<file path="config.mk">
export PLATFORM = sky130hd
export DESIGN_NAME = memory_control
export DESIGN_NICKNAME = d
export VERILOG_FILES = /design/src/rtl/cpu_types_pkg.sv /design/src/rtl/memory_control.sv
export SDC_FILE = /design/constraint.sdc
export NUM_CORES = 1
export LEC_CHECK = 0
export BUFFER_PORTS_ARGS = -buffer_cell sky130_fd_sc_hd__clkbuf_2
export CAP_MARGIN = 20
export CORE_AREA = 2 2 102 104
export DETAILED_ROUTE_END_ITERATION = 12
export DIE_AREA = 0 0 104 106
export SYNTH_ARGS = -nofsm -noshare
export SYNTH_HDL_FRONTEND = slang
export SYNTH_SLANG_ARGS = --single-unit
</file>
<file path="constraint.sdc">
create_clock -name vclk -period 1.6
set_input_delay 0.32 -clock vclk [all_inputs]
set_output_delay 0.32 -clock vclk [all_outputs]
set_load 0.05 [all_outputs]
</file>
<file path="src/rtl/cpu_types_pkg.sv">
// Shared types for the processor memory side.
// Word, instruction cache geometry and frame layout, plus the
// request/response bundles between datapath, icache, memory
// controller and RAM.

package cpu_types_pkg;

  // basic data/instruction word
  typedef logic [31:0] word_t;

  // icache geometry, 16 one-word frames
  localparam int ITAG_W        = 26;
  localparam int IIDX_W        = 4;
  localparam int IBYT_W        = 2;
  localparam int ICACHE_FRAMES = 1 << IIDX_W;

  // instruction address split into cache fields
  typedef struct packed {
    logic [ITAG_W-1:0] tag;
    logic [IIDX_W-1:0] idx;
    logic [IBYT_W-1:0] bytoff;
  } icache_fields_t;

  // same address word, read raw or as cache fields
  typedef union packed {
    word_t          raw;
    icache_fields_t fields;
  } icache_addr_u;

  // one cache frame, 59 bits
  typedef struct packed {
    logic              valid;
    logic [ITAG_W-1:0] tag;
    word_t             data;
  } icache_frame_t;

  // datapath <-> icache
  typedef struct packed {
    logic  imemREN;
    word_t imemaddr;
  } iport_req_t;

  typedef struct packed {
    logic  ihit;
    word_t imemload;
  } iport_resp_t;

  // datapath <-> memory controller, uncached data port
  typedef struct packed {
    logic  dmemREN;
    logic  dmemWEN;
    word_t dmemaddr;
    word_t dmemstore;
  } dport_req_t;

  typedef struct packed {
    logic  dhit;
    word_t dmemload;
  } dport_resp_t;

  // icache <-> memory controller fill path
  typedef struct packed {
    logic  iREN;
    word_t iaddr;
  } imem_req_t;

  typedef struct packed {
    logic  iwait;
    word_t iload;
  } imem_resp_t;

  // memory controller <-> RAM
  typedef struct packed {
    logic  ren;
    logic  wen;
    word_t addr;
    word_t store;
  } ram_req_t;

  typedef struct packed {
    logic  rwait;
    word_t load;
  } ram_resp_t;

endpackage

</file>
<file path="src/rtl/memory_control.sv">
// Memory controller between the icache fill path and the
// uncached data port. The data port wins whenever it asks;
// the RAM wait and load are steered back to the selected side
// while the other side is held waiting.

`timescale 1ns/1ns

module memory_control (
  input  cpu_types_pkg::imem_req_t   ireq,
  output cpu_types_pkg::imem_resp_t  iresp,
  input  cpu_types_pkg::dport_req_t  dreq,
  output cpu_types_pkg::dport_resp_t dresp,
  output cpu_types_pkg::ram_req_t    rreq,
  input  cpu_types_pkg::ram_resp_t   rresp
);

  // data access owns the RAM this cycle
  logic dsel;

  assign dsel = dreq.dmemREN || dreq.dmemWEN;

  // request mux toward RAM
  always_comb begin
    rreq = '0;
    if (dsel) begin
      rreq.ren   = dreq.dmemREN;
      rreq.wen   = dreq.dmemWEN;
      rreq.addr  = dreq.dmemaddr;
      rreq.store = dreq.dmemstore;
    end else begin
      // instruction fills are read only
      rreq.ren   = ireq.iREN;
      rreq.wen   = 1'b0;
      rreq.addr  = ireq.iaddr;
      rreq.store = '0;
    end
  end

  // data side response
  always_comb begin
    dresp.dmemload = rresp.load;
    dresp.dhit     = 1'b0;
    if (dsel) begin
      // done in the cycle RAM stops waiting
      dresp.dhit = !rresp.rwait;
    end
  end

  // instruction side response
  always_comb begin
    iresp.iload = rresp.load;
    if (dsel) begin
      // fill stalled behind the data access
      iresp.iwait = 1'b1;
    end else begin
      iresp.iwait = rresp.rwait;
    end
  end

endmodule

</file>
Word-level counts from Yosys, hierarchy flattened
Index checks and enable logic that the tools add are counted.
W data, S select, Z words.
Cells by class
  mux-type cells: 3
  reductions and logical operators: 2
Operators with widths (number)
  $mux W66: 1
  $mux W1: 2
  $logic_not A1 Y1: 1
  $logic_or A1 B1 Y1: 1
Storage, ports and cells
  register bits: 0
  input bits: 132
  output and inout bits: 132
  word-level logic and storage cells: 5

Depth between registers and ports, before layout
Gate-level depths: netlist of run 1.
  depth in word-level cells: 2
  mapped depth: 4
  depth with buffers taken out: 2

Worst setup path after synthesis of run 1
Ideal clock, no wire load.
  path type: input to output
  start point: input dreq[65] in the netlist's numbering
  end point: output rreq[10] in the netlist's numbering
  arrival: 1.342 ns
  required time: 1.280 ns
  path slack: -0.062 ns
  stages on the path: 4
  cells stage by stage: nor2_2 > buf_6 > buf_2 > nor2b_1
RTL lines
  from (decl): RTL line memory_control.sv:11  | input cpu_types_pkg::dport_req_t dreq,
  to (decl): RTL line memory_control.sv:13  | output cpu_types_pkg::ram_req_t rreq,

==> flow_metrics.tcl, run 1 <==
set metrics [dict create \
    synth_top_area_share 0.404 \
    synth_cell_types 12 \
    start_util 0.119 \
    regArea_um2 0 \
    hold_viol 0 \
    max_stage_delay_ns 0.31 \
    layout-drive-gt1-share 0.883 \
    first_pass_iters 3 \
    critPathBufInv 4 \
    num-clock-buffers 0 \
    worst_slew_pin_slew_ns 0.309 \
    die-area_mm2 0.0110 \
    slew_headroom 0.795 \
    synth_area_mm2 0.00119 \
    worstSetupPathType "in -> out" \
    place_inst 379 \
    antenna_found_initial 1 \
    grt_max_degree 21 \
    dp_hpwl_um 3340 \
    status "finished, violations left" \
    fmax_mhz 599 \
    synth_fp_nets 273 \
    setup_ws_ns -0.0702 \
    vdd_drop_max_mv 0.153 \
    viasPerCell 3.35 \
    final-instance-count-excl-fill 393 \
    postPlaceCellArea_mm2 0.00175 \
    synth_most_common_cell "buf_4" \
    io_buffers 168 \
    chipWidth_um 104 \
    areaGrowthSynthToFinish_pct 114 \
    synthTopCellsByCount "buf_4, nor2b_1, mux2_4" \
    crit_chain "buf_6, nor2_4, buf_6, buf_12, mux2_4, clkbuf_16" \
    syn_inst 141 \
    drc 0 \
    boundaryPins 264 \
    yosysWarningCount 0 \
    fin_nets 390 \
    multi_input_area_um2 724 \
    cp-end-kind "primary output" \
    rsz0062_at_grt "yes" \
    fillCellCount 1080 \
    syn_area_per_cell_um2 8.44 \
    fin_area_mm2 0.00255 \
    grt_pass1_wl_um 6520 \
    finalMaxSlewViolations 0 \
    num_rows 37 \
    crit_top_cell "buf_6" \
    core_mm2 0.0100 \
    setup_viol_count_final 28 \
    pre_cts_ws_ns -0.185 \
    yosysTopAreaCell "buf_4" \
    p_per_area_mw_per_mm2 460 \
    routabilityCongestion 0.604 \
    required_ns 1.28 \
    ys_seq_area_frac 0 \
    detail-route-antenna-nets 0 \
    start_kind "input pin" \
    p_leak_nw 1.36 \
    vias 1316 \
    path_max_fanout 8 \
    setup_tns_ns -1.02 \
    drt_iter0_markers 25 \
    hold_buffers 0 \
    period_share 1.04 \
    die_y_um 106 \
    critPathTopFamily "buffers and inverters" \
    hold_path_class "in -> out" \
    routed_wl_um 4810 \
    wire_per_inst_um 12.2 \
    synth.area.top_cells "buf_4, mux2_4, nor2b_1" \
    grt.total_usage 0.0694 \
    maxCapViolCount 0 \
    slowest_stage "mux2_4" \
    fin_util 0.255 \
    grt_pass1_vias 1455 \
    finalCriticalPeriod_ns 1.67 \
    cp.arrival_ns 1.35 \
    grt-ovfl-total 0 \
    seq_cell_count 0 \
    violations "setup timing" \
]
-- cell type report --
type | instances | share of cell area
Timing Repair Buffer | 187 | 0.646
Multi-Input combinational cell | 68 | 0.284
Tap cell | 136 | 0.0668
Inverter | 1 | 0.00147
Antenna cell | 1 | 0.000982
-- metrics by stage --
stage                     power (mW)  hold slack (ns)
after detailed placement       0.864            0.640
after global placement         0.857            0.640
final                           1.17            0.640
after CTS                       1.07            0.640
after floorplan                 1.05            0.807
after global routing            1.21            0.640
-- layout by cell type, fill, tap and decap left out, types with 3 or more instances in the layout --
| master | Yosys | routed |
|---|---|---|
| clkbuf_8 | 0 | 20 |
| clkbuf_2 | 0 | 103 |
| mux2_4 | 17 | 32 |
| clkbuf_16 | 0 | 5 |
| buf_12 | 0 | 3 |
| nor2b_1 | 32 | 26 |
| buf_6 | 3 | 6 |
| buf_2 | 4 | 5 |
| buf_4 | 64 | 8 |
| clkbuf_4 | 0 | 5 |
| nor2b_2 | 0 | 6 |
| buf_8 | 0 | 32 |
-- power by group --
group	total (mW)	switching, mW	internal [mW]
combinational	1.17	0.636	0.535
clock	0.0000000836	0	0.0000000836
sequential	0	0	0
-- final timing paths --
kind                  cells after the start  slack, ns       from         to
worst min-delay path                      0       0.64  rresp[10]  dresp[10]
worst max-delay path                      6      -0.07   dreq[65]   rreq[58]
-- kinds of logic (layout without fill, tap and decap cells) --
logic type | count (synthesis) | in the layout | share of synthesized area
buf+inv | 73 | 188 | 0.455
simple gates | 35 | 35 | 0.182
mux | 32 | 32 | 0.356
compound gates | 1 | 1 | 0.00631
other cells | 0 | 1 | 0
-- repair_timing --
action,in CTS,in global routing
pin swaps,1,1
gates cloned,1,5
gates resized for setup,117,65
buffers inserted,4,4
endpoints found under the setup margin,42,55
hold endpoints to repair,0,0
-- metal layers --
metal | global-route usage | wire, um
met5 | 0 | 0
met4 | 0.0261 | 123
met3 | 0.0202 | 544
met2 | 0.149 | 2710
met1 | 0.0585 | 1440
Power figures use the tool's default switching activity.
==> run 2, diff against run 1 <==
ABC_AREA = 1   (was unset)
BUFFER_PORTS_ARGS = unset   (was -buffer_cell sky130_fd_sc_hd__clkbuf_2)
CORE_AREA = 2 2 103 105   (was 2 2 102 104)
DIE_AREA = 0 0 105 107   (was 0 0 104 106)
DONT_BUFFER_PORTS = 1   (was unset)
==> flow_metrics.tcl, run 2 <==
set metrics [dict create \
    routabilityCongestion 0.795 \
    slew_headroom 0.826 \
    drc 0 \
    fin_nets 370 \
    p_leak_nw 0.955 \
    required_ns 1.28 \
    hold_viol 0 \
    hp-start "rresp[11]" \
    cts_setup_buffers 0 \
    synth_cell_types 9 \
    ctsResizeCount 0 \
    seq_cell_count 0 \
    chipWidth_um 105 \
    maxCapViolCount 0 \
    grt-ovfl-total 0 \
    layout-drive-gt1-share 0.339 \
    io_buffers 0 \
    grt_pass1_vias 1250 \
    worstHoldPathCells 0 \
    syn_inst 245 \
    cp.arrival_ns 1.03 \
    viasPerCell 3.49 \
    synth_top_area_share 0.388 \
    finalCriticalPeriod_ns 1.35 \
    fmax_mhz 739 \
    vdd_drop_max_mv 0.167 \
    synth_area_mm2 0.00126 \
    status "finished, final reports clean" \
    regArea_um2 0 \
    hold_path_class "in -> out" \
    drt_iter0_markers 44 \
    worstSetupPathType "in -> out" \
    period_share 0.846 \
    finalMaxSlewViolations 0 \
    num-clock-buffers 0 \
    path_max_fanout 34 \
    setup_ws_ns 0.247 \
    synthTopCellsByCount "nand2_1, buf_4, inv_1" \
    most-common-layout-cells "nand2_1, buf_12, inv_1, buf_4, o21ai_0" \
    yosysWarningCount 0 \
    worst_hold_path.endpoint "dresp[11]" \
    fin_util 0.181 \
    whs_ns 0.640 \
    num_rows 37 \
    grt_max_degree 35 \
    start_kind "input pin" \
    p_per_area_mw_per_mm2 548 \
    cp-end-kind "primary output" \
    grt.total_usage 0.0634 \
    start_util 0.125 \
    detail-route-antenna-nets 0 \
    synth_fp_nets 377 \
    antenna_found_initial 1 \
    die_y_um 107 \
    boundaryPins 264 \
    vias 1303 \
    hold_buffers 0 \
    areaGrowthSynthToFinish_pct 45.4 \
    fillCellCount 1128 \
    dp_hpwl_um 3760 \
    syn_area_per_cell_um2 5.13 \
    core_mm2 0.0101 \
    crit_path_start "dreq[65]" \
    ys_seq_area_frac 0 \
    yosysTopAreaCell "buf_4" \
    first_pass_iters 3 \
    synth_most_common_cell "nand2_1" \
    grt_pass1_wl_um 5720 \
    synth.area.top_cells "buf_4, nand2_1, o21ai_0" \
    wire_per_inst_um 11.5 \
    die-area_mm2 0.0112 \
    rsz0062_at_grt "no" \
    pre_cts_ws_ns 0.236 \
    setup_viol_count_final 0 \
    routed_wl_um 4310 \
    worst_slew_pin_slew_ns 0.259 \
    layout.cells.most_common "nand2_1" \
]
[run 2: changes by cell type in the layout (fill, tap and decap cells not counted), moves of 32 or more]
cell      before  now
buf_12         3   35
buf_8         32    0
clkbuf_2     103    0
inv_1          1   34
mux2_4        32    0
nand2_1        0   67
o21ai_0        0   32
[run 2: routing by layer]
metal,vias to the layer above,wire length (um),track usage
met5,-,0,0
met3,15,611,0.0243
met1,516,1290,0.0536
met2,133,2300,0.133
met4,0,102,0.0200
li1,639,-,-
[run 2: power by group]
| part | switching, mW | total, mW | internal, mW |
|---|---|---|---|
| Combinational | 0.619 | 1.00 | 0.382 |
| Clock | 0 | 0.0000000835 | 0.0000000835 |
| Sequential | 0 | 0 | 0 |
[run 2: worst max-delay path: stages]
cell     delay (ns)
nor2_4         0.14
buf_12         0.21
nand2_1        0.07
nand2_1        0.12
buf_12         0.15
[run 2: final cells by class]
class / instances / area, um^2 / area share
diodes: 1 / 2.50 / 0.00137
inverters: 34 / 128 / 0.0698
multi-input cells: 133 / 572 / 0.313
well taps: 136 / 170 / 0.0931
repair buffers: 69 / 956 / 0.523
[run 2: worst max path at each step]
stage                    end
floorplan           rreq[23]
detailed placement  rreq[45]
global route        rreq[45]
finish              rreq[45]
CTS                 rreq[45]
global placement    rreq[41]
[run 2: cell families (layout without fill, tap and decap cells)]
kind of cell    count (synthesis)  in the layout  synth area share
compound gates                 32             32             0.127
buf+inv                       112            103             0.549
other cells                     0              1                 0
simple gates                  101            101             0.323
[run 2: per-stage QoR]
stage / instance area [um^2] / total power [mW] / std cells / TNS (ns)
after floorplan: 1260 / 1.03 / 245 / -0.148
after global placement: 1830 / 1.00 / 372 / 0
after detailed placement: 1830 / 1.01 / 372 / 0
after CTS: 1830 / 1.01 / 372 / 0
after global routing: 1830 / 1.04 / 373 / 0
final: 1830 / 1.00 / 373 / 0
==> run 3, diff against run 2 <==
ABC_AREA = 0   (was 1)
clock period = 1.3 ns   (was 1.6 ns; I/O delays follow)
==> flow_metrics.tcl, run 3 (same netlist as run 1, synthesis figures left out) <==
set metrics [dict create \
    violations "setup timing" \
    postPlaceCellArea_um2 990 \
    vdd_drop_max_mv 0.130 \
    first_pass_iters 3 \
    drc 0 \
    diodes 0 \
    viasPerCell 3.10 \
    required_ns 1.04 \
    num_rows 37 \
    routabilityCongestion 0.697 \
    num-clock-buffers 0 \
    crit_chain "nor2_4, buf_12, buf_16, buf_12, mux2_4" \
    most-common-layout-cells "mux2_4, nor2b_4, buf_6" \
    chipWidth_um 105 \
    cp-end-kind "primary output" \
    areaGrowthSynthToFinish_pct 15.8 \
    critPathBufInv 3 \
    layout-drive-gt1-share 0.860 \
    die_y_um 107 \
    slew_headroom 0.702 \
    wire_per_inst_um 15.7 \
    worst_slew_pin_slew_ns 0.448 \
    fin_area_mm2 0.00138 \
    maxCapViolCount 0 \
    path_max_fanout 8 \
    core_mm2 0.0101 \
    slowest_stage "mux2_4" \
    multi_input_area_um2 882 \
    rsz0062_at_grt "yes" \
    grt-ovfl-total 0 \
    setup_tns_ns -2.78 \
    io_buffers 0 \
    seq_cell_count 0 \
    grt_pass1_wl_um 4350 \
    vias 710 \
    hold_buffers 0 \
    max_stage_delay_ns 0.38 \
    setup_viol_count_final 44 \
    grt_max_degree 25 \
    drt_iter0_markers 9 \
    boundaryPins 264 \
    die-area_mm2 0.0112 \
    cp.arrival_ns 1.18 \
    routed_wl_um 3600 \
    crit_top_cell "buf_12" \
    start_util 0.118 \
    antenna_found_initial 0 \
    grt_pass1_vias 707 \
    p_total_mw 0.981 \
    grt.total_usage 0.0493 \
    finalMaxSlewViolations 0 \
    pre_cts_ws_ns -0.421 \
    worstSetupPathType "in -> out" \
    fillCellCount 1160 \
    critPathTopFamily "multiplexers" \
    start_kind "input pin" \
    period_share 1.10 \
    status "finished, violations left" \
    p_leak_nw 0.624 \
    layout.cells.most_common "mux2_4" \
    hold_path_class "in -> out" \
    hold_viol 0 \
    finalCriticalPeriod_ns 1.44 \
    regArea_um2 0 \
    fin_nets 227 \
    setup_ws_ns -0.135 \
    fmax_mhz 697 \
    p_per_area_mw_per_mm2 712 \
    detail-route-antenna-nets 0 \
]
==> run 3: cell types whose count changed in the layout (fill, tap and decap cells not counted), moves of 28 or more <==
cell / delta
nand2_1: -67
inv_1: -33
mux2_4: +32
o21ai_0: -32
buf_12: -30
buf_4: -28
==> run 3: through the flow <==
stage            util  hold slack (ns)  cells
2_1_floorplan       -            0.687    141
3_3_place_gp   0.0981            0.520    219
3_5_place_dp   0.0981            0.520    219
4_1_cts         0.127            0.520    224
5_1_grt         0.136            0.520    229
6_report        0.136            0.520    229
==> run 3: timing repair <==
action	CTS	global route
setup endpoints to repair	52	56
gates resized for setup	49	14
gates cloned	2	1
pin swaps	0	1
setup buffers	3	5
==> run 3: worst paths after layout <==
kind	slack (ns)	start	depth (start not counted)	end
max	-0.14	dreq[64]	5	rreq[40]
min	0.52	rresp[12]	0	dresp[12]
==> run 3: report_power, final <==
group,switching (mW),total [mW],internal [mW]
registers,0,0,0
logic,0.675,0.981,0.306
clock network,0,0,0
total,0.675,0.981,0.306
==> run 3: area by class of cell <==
type	instances	area share
Tap cell	136	0.124
Timing Repair Buffer	24	0.233
Inverter	1	0.00272
Multi-Input combinational cell	68	0.640
==> run 3: per-layer routing <==
layer  track usage  routed length (um)
met4       0.00667                  31
met2        0.0979                1900
met5             0                   0
met1        0.0514                1180
met3        0.0158                 488
