==> config.mk <==
export PLATFORM = sky130hd
export DESIGN_NAME = icache
export DESIGN_NICKNAME = d
export VERILOG_FILES = /design/src/rtl/cpu_types_pkg.sv /design/src/rtl/icache.sv
export SDC_FILE = /design/constraint.sdc
export NUM_CORES = 1
export LEC_CHECK = 0
export ABC_AREA = 1
export BUFFER_PORTS_ARGS = -buffer_cell sky130_fd_sc_hd__buf_2
export CAP_MARGIN = 20
export CORE_UTILIZATION = 50
export DETAILED_ROUTE_END_ITERATION = 12
export GPL_ROUTABILITY_DRIVEN = 0
export PLACE_DENSITY = 0.66
export SKIP_LAST_GASP = 1
export SLEW_MARGIN = 20
export SYNTH_ARGS = -nofsm -noshare
export SYNTH_HDL_FRONTEND = slang
export SYNTH_SLANG_ARGS = --single-unit
==> constraint.sdc <==
create_clock -name CLK -period 2.05 [get_ports CLK]
set_input_delay 0.205 -clock CLK [delete_from_list [all_inputs] [get_ports CLK]]
set_output_delay 0.205 -clock CLK [all_outputs]
set_load 0.01 [all_outputs]
==> src/rtl/cpu_types_pkg.sv <==
// Shared types for the processor memory side.
// Word, instruction cache geometry and frame layout, plus the
// request/response bundles between datapath, icache, memory
// controller and RAM.

package cpu_types_pkg;

  // basic data/instruction word
  typedef logic [31:0] word_t;

  // icache geometry, 16 one-word frames
  localparam int ITAG_W        = 26;
  localparam int IIDX_W        = 4;
  localparam int IBYT_W        = 2;
  localparam int ICACHE_FRAMES = 1 << IIDX_W;

  // instruction address split into cache fields
  typedef struct packed {
    logic [ITAG_W-1:0] tag;
    logic [IIDX_W-1:0] idx;
    logic [IBYT_W-1:0] bytoff;
  } icache_fields_t;

  // same address word, read raw or as cache fields
  typedef union packed {
    word_t          raw;
    icache_fields_t fields;
  } icache_addr_u;

  // one cache frame, 59 bits
  typedef struct packed {
    logic              valid;
    logic [ITAG_W-1:0] tag;
    word_t             data;
  } icache_frame_t;

  // datapath <-> icache
  typedef struct packed {
    logic  imemREN;
    word_t imemaddr;
  } iport_req_t;

  typedef struct packed {
    logic  ihit;
    word_t imemload;
  } iport_resp_t;

  // datapath <-> memory controller, uncached data port
  typedef struct packed {
    logic  dmemREN;
    logic  dmemWEN;
    word_t dmemaddr;
    word_t dmemstore;
  } dport_req_t;

  typedef struct packed {
    logic  dhit;
    word_t dmemload;
  } dport_resp_t;

  // icache <-> memory controller fill path
  typedef struct packed {
    logic  iREN;
    word_t iaddr;
  } imem_req_t;

  typedef struct packed {
    logic  iwait;
    word_t iload;
  } imem_resp_t;

  // memory controller <-> RAM
  typedef struct packed {
    logic  ren;
    logic  wen;
    word_t addr;
    word_t store;
  } ram_req_t;

  typedef struct packed {
    logic  rwait;
    word_t load;
  } ram_resp_t;

endpackage

==> src/rtl/icache.sv <==
// Direct-mapped instruction cache, 16 one-word frames.
// Hit is combinational on tag match with a valid frame.
// A miss moves the idle/request controller into REQUEST, which
// asks the memory controller for the word and fills the frame.

`timescale 1ns/1ns

module icache (
  input  logic                      CLK,
  input  logic                      nRST,
  input  cpu_types_pkg::iport_req_t  ireq,
  output cpu_types_pkg::iport_resp_t iresp,
  output cpu_types_pkg::imem_req_t   mreq,
  input  cpu_types_pkg::imem_resp_t  mresp
);

  // fill controller states
  typedef enum logic {
    IDLE    = 1'b0,
    REQUEST = 1'b1
  } state_t;

  state_t state_reg;
  state_t state_nxt;

  // frame storage
  cpu_types_pkg::icache_frame_t frames [cpu_types_pkg::ICACHE_FRAMES];
  cpu_types_pkg::icache_frame_t cur_frame;

  // address decoded into tag/index/byte offset
  cpu_types_pkg::icache_addr_u  iaddr;

  logic tag_match;
  logic hit;
  logic fill_wen;

  assign iaddr.raw = ireq.imemaddr;
  assign cur_frame = frames[iaddr.fields.idx];

  // tag compare against the indexed frame
  assign tag_match = cur_frame.valid && (cur_frame.tag == iaddr.fields.tag);

  // no hit while the frame is being written
  assign hit = ireq.imemREN && tag_match && !fill_wen;

  // datapath response
  assign iresp.ihit     = hit;
  assign iresp.imemload = cur_frame.data;

  // fill request always carries the fetch address
  assign mreq.iaddr = ireq.imemaddr;

  // next state
  always_comb begin
    state_nxt = state_reg;
    case (state_reg)
      IDLE: begin
        // fetch asked for and not in cache
        if (ireq.imemREN && !hit) begin
          state_nxt = REQUEST;
        end
      end
      REQUEST: begin
        // word arrives when the wait drops
        if (!mresp.iwait) begin
          state_nxt = IDLE;
        end
      end
      default: state_nxt = IDLE;
    endcase
  end

  // controller outputs
  always_comb begin
    mreq.iREN = 1'b0;
    fill_wen  = 1'b0;
    if (state_reg == REQUEST) begin
      mreq.iREN = 1'b1;
      // write the frame in the cycle memory answers
      fill_wen  = !mresp.iwait;
    end
  end

  // controller state register
  always_ff @(posedge CLK, negedge nRST) begin
    if (!nRST) begin
      state_reg <= IDLE;
    end else begin
      state_reg <= state_nxt;
    end
  end

  // frame array, all invalid out of reset
  always_ff @(posedge CLK, negedge nRST) begin
    if (!nRST) begin
      for (int i = 0; i < cpu_types_pkg::ICACHE_FRAMES; i++) begin
        frames[i] <= '0;
      end
    end else if (fill_wen) begin
      // load data, tag and valid together
      frames[iaddr.fields.idx].valid <= 1'b1;
      frames[iaddr.fields.idx].tag   <= iaddr.fields.tag;
      frames[iaddr.fields.idx].data  <= mresp.iload;
    end
  end

endmodule

## Word level (Yosys, flattened, before mapping)

Index checks and enable logic that the tools add are counted.

- Bitwise logic cells: 2
- Eq/ne operators: 1
- Reductions and logical operators: 8
- Order comparisons: 2
- Multiplexer cells: 17

Operators by type and width:

| cell | number |
|---|---|
| bitwise mux 944 bit | 3 |
| demux 59 bit (select 4 bit) | 3 |
| binary-select mux 59 bit (select 4 bit) | 1 |
| two-way mux 59 bit | 3 |
| two-way mux 58 bit | 1 |
| two-way mux 32 bit | 1 |
| == test 26 bit | 1 |
| greater-or-equal comparator 5 bit, second input constant | 1 |
| logical AND 1 bit | 5 |
| < comparator 5 x 1 -> 1 bit, second input constant | 1 |
| inverter 4 -> 5 bit | 1 |
| two-way mux 1 bit | 4 |
| logical NOT 1 bit | 3 |
| one-hot mux 1 bit (2 select lines) | 1 |
| inverter 1 bit | 1 |

- Logic and storage cells: 79
- Output and inout bits: 66
- Register bits: 945

## Longest topological paths before layout

Gate-level depths: netlist of the first run.

- Depth in word-level cells: 12
- Mapped depth: 19
- Depth with buffers taken out: 17

## Worst setup path before layout of the first run

No wires, ideal clock.

- Path type: input-to-output
- Start: in ireq[3] in the netlist's numbering
- End: out iresp[10] in the netlist's numbering
- Setup slack: 0.153 ns
- Arrival: 1.692 ns
- Buffers on the path: 5
- Data required time: 1.845 ns
- Stages on the path: 8
- Cell sequence: buf_6 > buf_4 > buf_6 > buf_2 > clkbuf_1 > nand3_1 > a31oi_1 > or4_1

RTL lines:

| item | line | source |
|---|---|---|
| from (decl) | icache.sv:11 | `input cpu_types_pkg::iport_req_t ireq,` |
| to (decl) | icache.sv:12 | `output cpu_types_pkg::iport_resp_t iresp,` |

==> results.txt, run 1 <==
Synth Warn # - 0
total power - 54.3 mW
largest net degree at the start of global routing - 104
Via Count - 36,200
Total GRT Usage - 0.310
number of fillers in the final layout - 7,154
clk buf depth - 3
DRT Wirelength - 130,000 um
Worst Max-Slew Pin Slew - 0.749 ns
CP max stage cell - dfrtp_1
DP Cell Count - 6,097
core area - 82,600 sq um
final setup fails - 33
Root Driver - clkbuf_16
ys flop type - dfrtp_1
Total Die Area - 85,200 sq um
Hold Path Cell Cnt - 3
Layout Cells excl Fill - 6,338
I/O pins - 134
residual DRC count - 0
Slew Limit Fails - 0
worst rel slew slack - 0.500
area of the mapped netlist - 42,000 sq um
Pwr Density - 1080 nW/um^2
initial antenna violation count - 1
Skew-Pair Late Insertion Delay - 0.68 ns
final core occ - 0.610
syn nets - 5,130
hpwl dp - 74,700 um
Tmin final - 2.79 ns
Area growth, synth to finish - 19.9%
failing checks - negative setup slack
Clock Skew - 0.0242 ns
Max VDD drop - 0.770 mV
Syn Area/Cell - 8.30 sq um
CP max FO - 2
CP Buf/Inv Count - 1
crit path cell chain - nand2_1 > nand2_1 > nand2_1 > nand2_1 > nand2_1 > nand2_1 > nor2_4 > nor2_1 > and3b_1 > nand4_1 > nor3_2 > buf_2
Startpoint Class - flip-flop
Buffers on Ports - 129
Unique masters post-synth - 28
global route overflow - 0
CTS tree - done
max reg flops - 944
final setup TNS - -7.38 ns
routed length per placed instance - 20.5 um
crit path capture type - output pin
Area after DPL - 45,500 sq um
hold_sp - mresp[8]
vias per cell - 5.70
Critical Path AT - 2.58 ns
Max H-tree Level - 3
RSZ-0062 raised after global routing - true
number of diodes - 0
Starting DRT DRC Count - 3,584
CP max stage delay - 0.38 ns
crit-path most repeated cell - nand2_1
FF-to-FF path depth - 17
initial core utilization - 0.509
post-route ant nets - 0
Leak - 24.1 nW
Req. time, crit path - 1.85 ns
delay-heaviest family, CP - simple AND/OR/NAND/NOR gates
vias in the first global route - 34,900
setup ws final - -0.738 ns
row count - 105
Inserted Clock Buffers - 101
origin of the critical flop-to-flop path - frames[519]
Die X-Extent - 292 um
Die Span Y - 292 um
Seq cells post-synth - 945
Synth async-reset ratio - 1.00
first-pass GRT wire length - 206,000 um
Hold Crit Class - primary input to flip-flop
NumNets Final - 5,257
clk sink count - 945
period utilization - 1.36
TritonRoute pass-1 iters - 5
max cap viols - 0
register-to-register setup slack - 0.14 ns
run status - finished, violations left
WHS Endpoint - frames[893]
sequential cell area fraction in the yosys report - 0.563
EDFF count, synth - 0
reg2reg end - state_reg
post-route cell area - 50,400 sq um
Crit Path Category - flip-flop to output pin
Final Hold Viols - 0
post-synthesis cell count - 5,062
layout cells sized above 1 - 0.147
Peak Freq - 359 MHz
Reg clk slew, reported paths - 0.06 ns
[Yosys cell counts, types with 17 or more instances]
cell         n  area (sq um)
a22oi_1    118           886
buf_4       43           323
nand3_1    208          1040
dfrtp_1    945         23600
or4_1       32           240
nor2_1      65           244
nand2_1   2008          7540
o21ai_1     17          85.1
o21ai_0    955          4780
buf_1       37           139
buf_2      106           531
a31oi_1    128           801
inv_1       82           308
clkbuf_1   249           935
[worst min-delay path, delay by kind of cell]
kind / cells / cell delay (ns)
buffers and inverters: 2 / 0.24
AO/OA/AOI/OAI: 1 / 0.21
[cell usage in the layout, fill, tap and decap left out, types with 4 or more instances in the layout]
| cell type | netlist | routed |
|---|---|---|
| or4_4 | 0 | 21 |
| nand2_1 | 2008 | 1995 |
| bufinv_16 | 0 | 10 |
| buf_6 | 12 | 24 |
| buf_2 | 106 | 109 |
| o21ai_0 | 955 | 950 |
| or4_1 | 32 | 11 |
| o21ai_1 | 17 | 17 |
| a22oi_2 | 10 | 62 |
| nor3_1 | 13 | 7 |
| buf_8 | 0 | 6 |
| a22oi_1 | 118 | 66 |
| nand3_4 | 0 | 12 |
| nor2_4 | 1 | 9 |
| dlygate4sd3_1 | 0 | 11 |
| nor3_2 | 1 | 7 |
| nand4_1 | 12 | 12 |
| clkinv_2 | 0 | 10 |
| nor2_1 | 65 | 52 |
| inv_1 | 82 | 77 |
| clkbuf_8 | 0 | 32 |
| bufbuf_16 | 0 | 4 |
| buf_12 | 0 | 98 |
| a31oi_1 | 128 | 126 |
| nand3_1 | 208 | 193 |
| clkbuf_1 | 249 | 18 |
| clkbuf_16 | 0 | 103 |
| nor2_2 | 1 | 6 |
| clkinvlp_4 | 0 | 4 |
| dfrtp_1 | 945 | 945 |
| a21oi_1 | 13 | 12 |
| buf_4 | 43 | 214 |
| nand2_2 | 0 | 13 |
| o21ai_2 | 0 | 5 |
[report_power, final]
| group | switching, mW | internal [mW] |
|---|---|---|
| Sequential | 2.52 | 23.1 |
| Combinational | 5.23 | 4.08 |
| Clock | 7.75 | 11.6 |
[routing by layer]
metal / GRT usage / up-vias / share of wire
met5: 0 / - / 0.00010
met4: 0.0947 / 2 / 0.029
met3: 0.0450 / 245 / 0.076
met2: 0.482 / 1451 / 0.45
met1: 0.449 / 17500 / 0.44
li1: - / 16900 / -
[layout make-up]
type	count	area [sq um]	area share
Tap cell	1070	1340	0.0266
Clock inverter	29	485	0.00963
Multi-Input combinational cell	3586	16700	0.331
Sequential cell	945	23600	0.469
Timing Repair inverter	2	17.5	0.000348
Clock buffer	153	3090	0.0612
Timing Repair Buffer	469	4800	0.0952
Inverter	84	342	0.00678
[timing repair]
| item | 4_1_cts | 5_1_grt |
|---|---|---|
| hold buffers | 11 | 0 |
| endpoints found under the hold margin | 521 | 0 |
| setup endpoints to repair | 33 | 34 |
| gates cloned | 9 | 0 |
| resized for setup | 106 | 63 |
| buffers inserted | 21 | 19 |
| pin swaps | 113 | 68 |
[per-stage QoR]
stage / hold slack [ns] / setup WS [ns]
finish: 0.0139 / -0.738
global route: 0.0180 / -0.889
CTS: 0.00226 / -0.710
detailed placement: 0.180 / -0.518
global placement: 0.187 / -0.503
floorplan: -0.0906 / 0.153
[worst max-delay path by stage]
stage | from | to | slack [ns] | depth (start not counted)
CTS | frames[340] | iresp[32] | -0.71 | 14
global placement | ireq[5] | iresp[32] | -0.50 | 14
global route | frames[585] | iresp[32] | -0.89 | 13
detailed placement | ireq[2] | iresp[32] | -0.52 | 15
floorplan | ireq[3] | iresp[10] | 0.15 | 8
finish | frames[519] | iresp[32] | -0.74 | 12
[logic make-up after synthesis]
logic type             share of synthesized area
AND/OR/NAND/NOR                            0.220
AO/OA/AOI/OAI                              0.161
flip-flops                                 0.563
buffers and inverters                     0.0566
Power figures use the tool's default switching activity.
==> run 2: changes to the inputs <==
--- a/config.mk
+++ b/config.mk
@@ -8,6 +8,7 @@
 export ABC_AREA = 1
 export BUFFER_PORTS_ARGS = -buffer_cell sky130_fd_sc_hd__buf_2
 export CAP_MARGIN = 20
+export CORE_MARGIN = 8
 export CORE_UTILIZATION = 50
 export DETAILED_ROUTE_END_ITERATION = 12
 export GPL_ROUTABILITY_DRIVEN = 0
==> results.txt, run 2 (same netlist as run 1, synthesis figures left out) <==
run status - finished, violations left
failing checks - negative setup slack
first-pass GRT wire length - 202,000 um (-1.6%)
Max H-tree Level - 3 (unchanged)
Die Span Y - 306 um (+4.8%)
most frequent cells in the layout - nand2_1 (1,993), o21ai_0 (948), dfrtp_1 (945)
number of diodes - 0 (unchanged)
Startpoint Class - flip-flop
Worst Max-Slew Pin Slew - 0.751 ns (+0.00121 ns)
max cap viols - 0 (unchanged)
initial core utilization - 0.504 (-0.00480)
TritonRoute pass-1 iters - 6 (+1)
reg2reg end - state_reg
clk buf depth - 3 (unchanged)
Pwr Density - 1070 nW/um^2 (-0.36%)
Die X-Extent - 306 um (+4.8%)
Crit Path Category - flip-flop to output pin
internal power - 38.0 mW (-2.0%)
commonest non-fill, non-tap cell in the layout - nand2_1
RSZ-0062 raised after global routing - true
Critical Path AT - 2.54 ns (-0.04 ns)
worst rel slew slack - 0.500 (-0.000803)
largest net degree at the start of global routing - 100 (-3.8%)
max reg flops - 944 (unchanged)
Peak Freq - 365 MHz (+1.7%)
Total Die Area - 93,600 sq um (+9.8%)
Area growth, synth to finish - 18.5%
FF-to-FF path depth - 15 (-2)
Root Driver - clkbuf_16
post-route cell area - 49,800 sq um (-1.2%)
Skew-Pair Late Insertion Delay - 0.67 ns (about the same)
Slew Limit Fails - 0 (unchanged)
post-route ant nets - 0 (unchanged)
row count - 106 (+0.95%)
global route overflow - 0 (unchanged)
sequential share of power - 0.478 (+0.007)
clk sink count - 945 (unchanged)
hold_sp - mresp[2]
Tmin final - 2.74 ns (-0.0456 ns)
Final Hold Viols - 0 (unchanged)
origin of the critical flop-to-flop path - frames[515]
Via Count - 35,900 (-0.79%)
Total GRT Usage - 0.269 (-0.0404)
vias in the first global route - 34,700 (-0.54%)
total power - 53.5 mW (-1.5%)
Hold Crit Class - primary input to flip-flop
vias per cell - 5.70 (-0.16%)
final core occ - 0.597 (-0.0128)
residual DRC count - 0 (unchanged)
initial antenna violation count - 0 (-1)
Clock Skew - 0.0170 ns (-0.00716 ns)
I/O pins - 134 (unchanged)
Leak - 23.7 nW (-1.6%)
NumNets Final - 5,206 (-0.97%)
Starting DRT DRC Count - 3,275 (-8.6%)
hpwl dp - 74,100 um (-0.89%)
DRT Wirelength - 128,000 um (-1.4%)
share of total power in the clock network - 0.349 (-0.008)
CP max FO - 2 (unchanged)
setup ws final - -0.692 ns (+0.0456 ns)
Reg clk slew, reported paths - 0.06 ns (about the same)
period utilization - 1.34 (-0.0222)
WHS Endpoint - frames[651]
final setup fails - 33 (unchanged)
number of fillers in the final layout - 7,287 (+1.9%)
register-to-register setup slack - 0.11 ns (-0.03 ns)
Hold Path Cell Cnt - 3 (unchanged)
Req. time, crit path - 1.85 ns (about the same)
Comb pwr share - 0.172 (about the same)
crit path capture type - output pin
layout cells sized above 1 - 0.142 (-0.00511)
routed length per placed instance - 20.4 um (-0.82%)
Area after DPL - 45,300 sq um (-0.36%)
P_sw - 15.4 mW (-0.31%)
Sw Ratio - 0.289 (+0.00352)
Buffers on Ports - 129 (unchanged)
Max VDD drop - 0.757 mV (-1.6%)
core area - 83,400 sq um (+0.95%)
Inserted Clock Buffers - 99 (-2.0%)
CTS tree - done
## run 2: changes by cell type in the layout (fill, tap and decap cells not counted), moves of 4 or more
cell           before  now
a22oi_2            62   70
buf_4             214  185
bufbuf_16           4    0
a22oi_1            66   58
clkbuf_8           32   21
clkinv_2           10   17
dlygate4sd3_1      11    5
buf_2             109  104
buf_8               6    2
## run 2: cell type report
cell class | instances | area, sq um | share of cell area
sequential | 945 | 23600 | 0.475
tap | 1080 | 1350 | 0.0271
timing repair buffer | 422 | 4320 | 0.0867
inverter | 84 | 337 | 0.00676
clock inverter | 39 | 533 | 0.0107
clock buffer | 142 | 2870 | 0.0576
multi-input combinational | 3586 | 16800 | 0.336
## run 2: critical path, stage by stage (launching register included)
cell and delay, ns:
dfrtp_1 0.38, nand2_1 0.07, nand2_1 0.05, nand2_1 0.05, nand3_1 0.06, nand2_1 0.09
nand2_2 0.08, o21ai_2 0.15, nand2_2 0.08, nor3_2 0.16, buf_4 0.15, nand4_1 0.15
nor3_4 0.24, buf_2 0.17
## run 2: worst max-delay path by stage
stage | startpoint | endpoint | slack (ns)
after floorplan | ireq[3] | iresp[10] | 0.15
after global placement | ireq[2] | iresp[32] | -0.43
after detailed placement | ireq[2] | iresp[32] | -0.47
after CTS | frames[276] | iresp[32] | -0.71
after global routing | frames[53] | iresp[32] | -0.87
final | frames[170] | iresp[32] | -0.69
## run 2: power by group through the flow
stage          clock, mW  sequential, mW  combinational [mW]
2_1_floorplan          0            25.1                5.87
3_3_place_gp           0            25.6                8.24
3_5_place_dp           0            25.7                8.55
4_1_cts             19.0            25.5                8.88
5_1_grt             19.7            26.1                10.6
6_report            18.7            25.6                9.20
## run 2: repair_timing
item,CTS,global route
endpoints found under the hold margin,735,0
cloned,0,2
gates resized for setup,61,113
pin swaps,100,115
setup buffers,8,23
setup endpoints to repair,33,34
hold buffers,5,0
## run 2: per-stage QoR
| stage | setup WS [ns] | TNS, ns | hold slack, ns | cells |
|---|---|---|---|---|
| after floorplan | 0.153 | 0 | -0.0906 | 5062 |
| after global placement | -0.432 | -7.17 | 0.154 | 6080 |
| after detailed placement | -0.468 | -7.23 | 0.155 | 6080 |
| after CTS | -0.714 | -7.93 | 0.00105 | 6274 |
| after global routing | -0.874 | -8.87 | 0.0306 | 6298 |
| final | -0.692 | -6.63 | 0.0275 | 6298 |
## run 2: layer usage
metal	global-route usage	vias up	part of all wire
met1	0.385	17500	0.45
li1	-	16800	-
met4	0.0851	0	0.028
met5	0	-	0
met3	0.0376	241	0.070
met2	0.426	1329	0.46
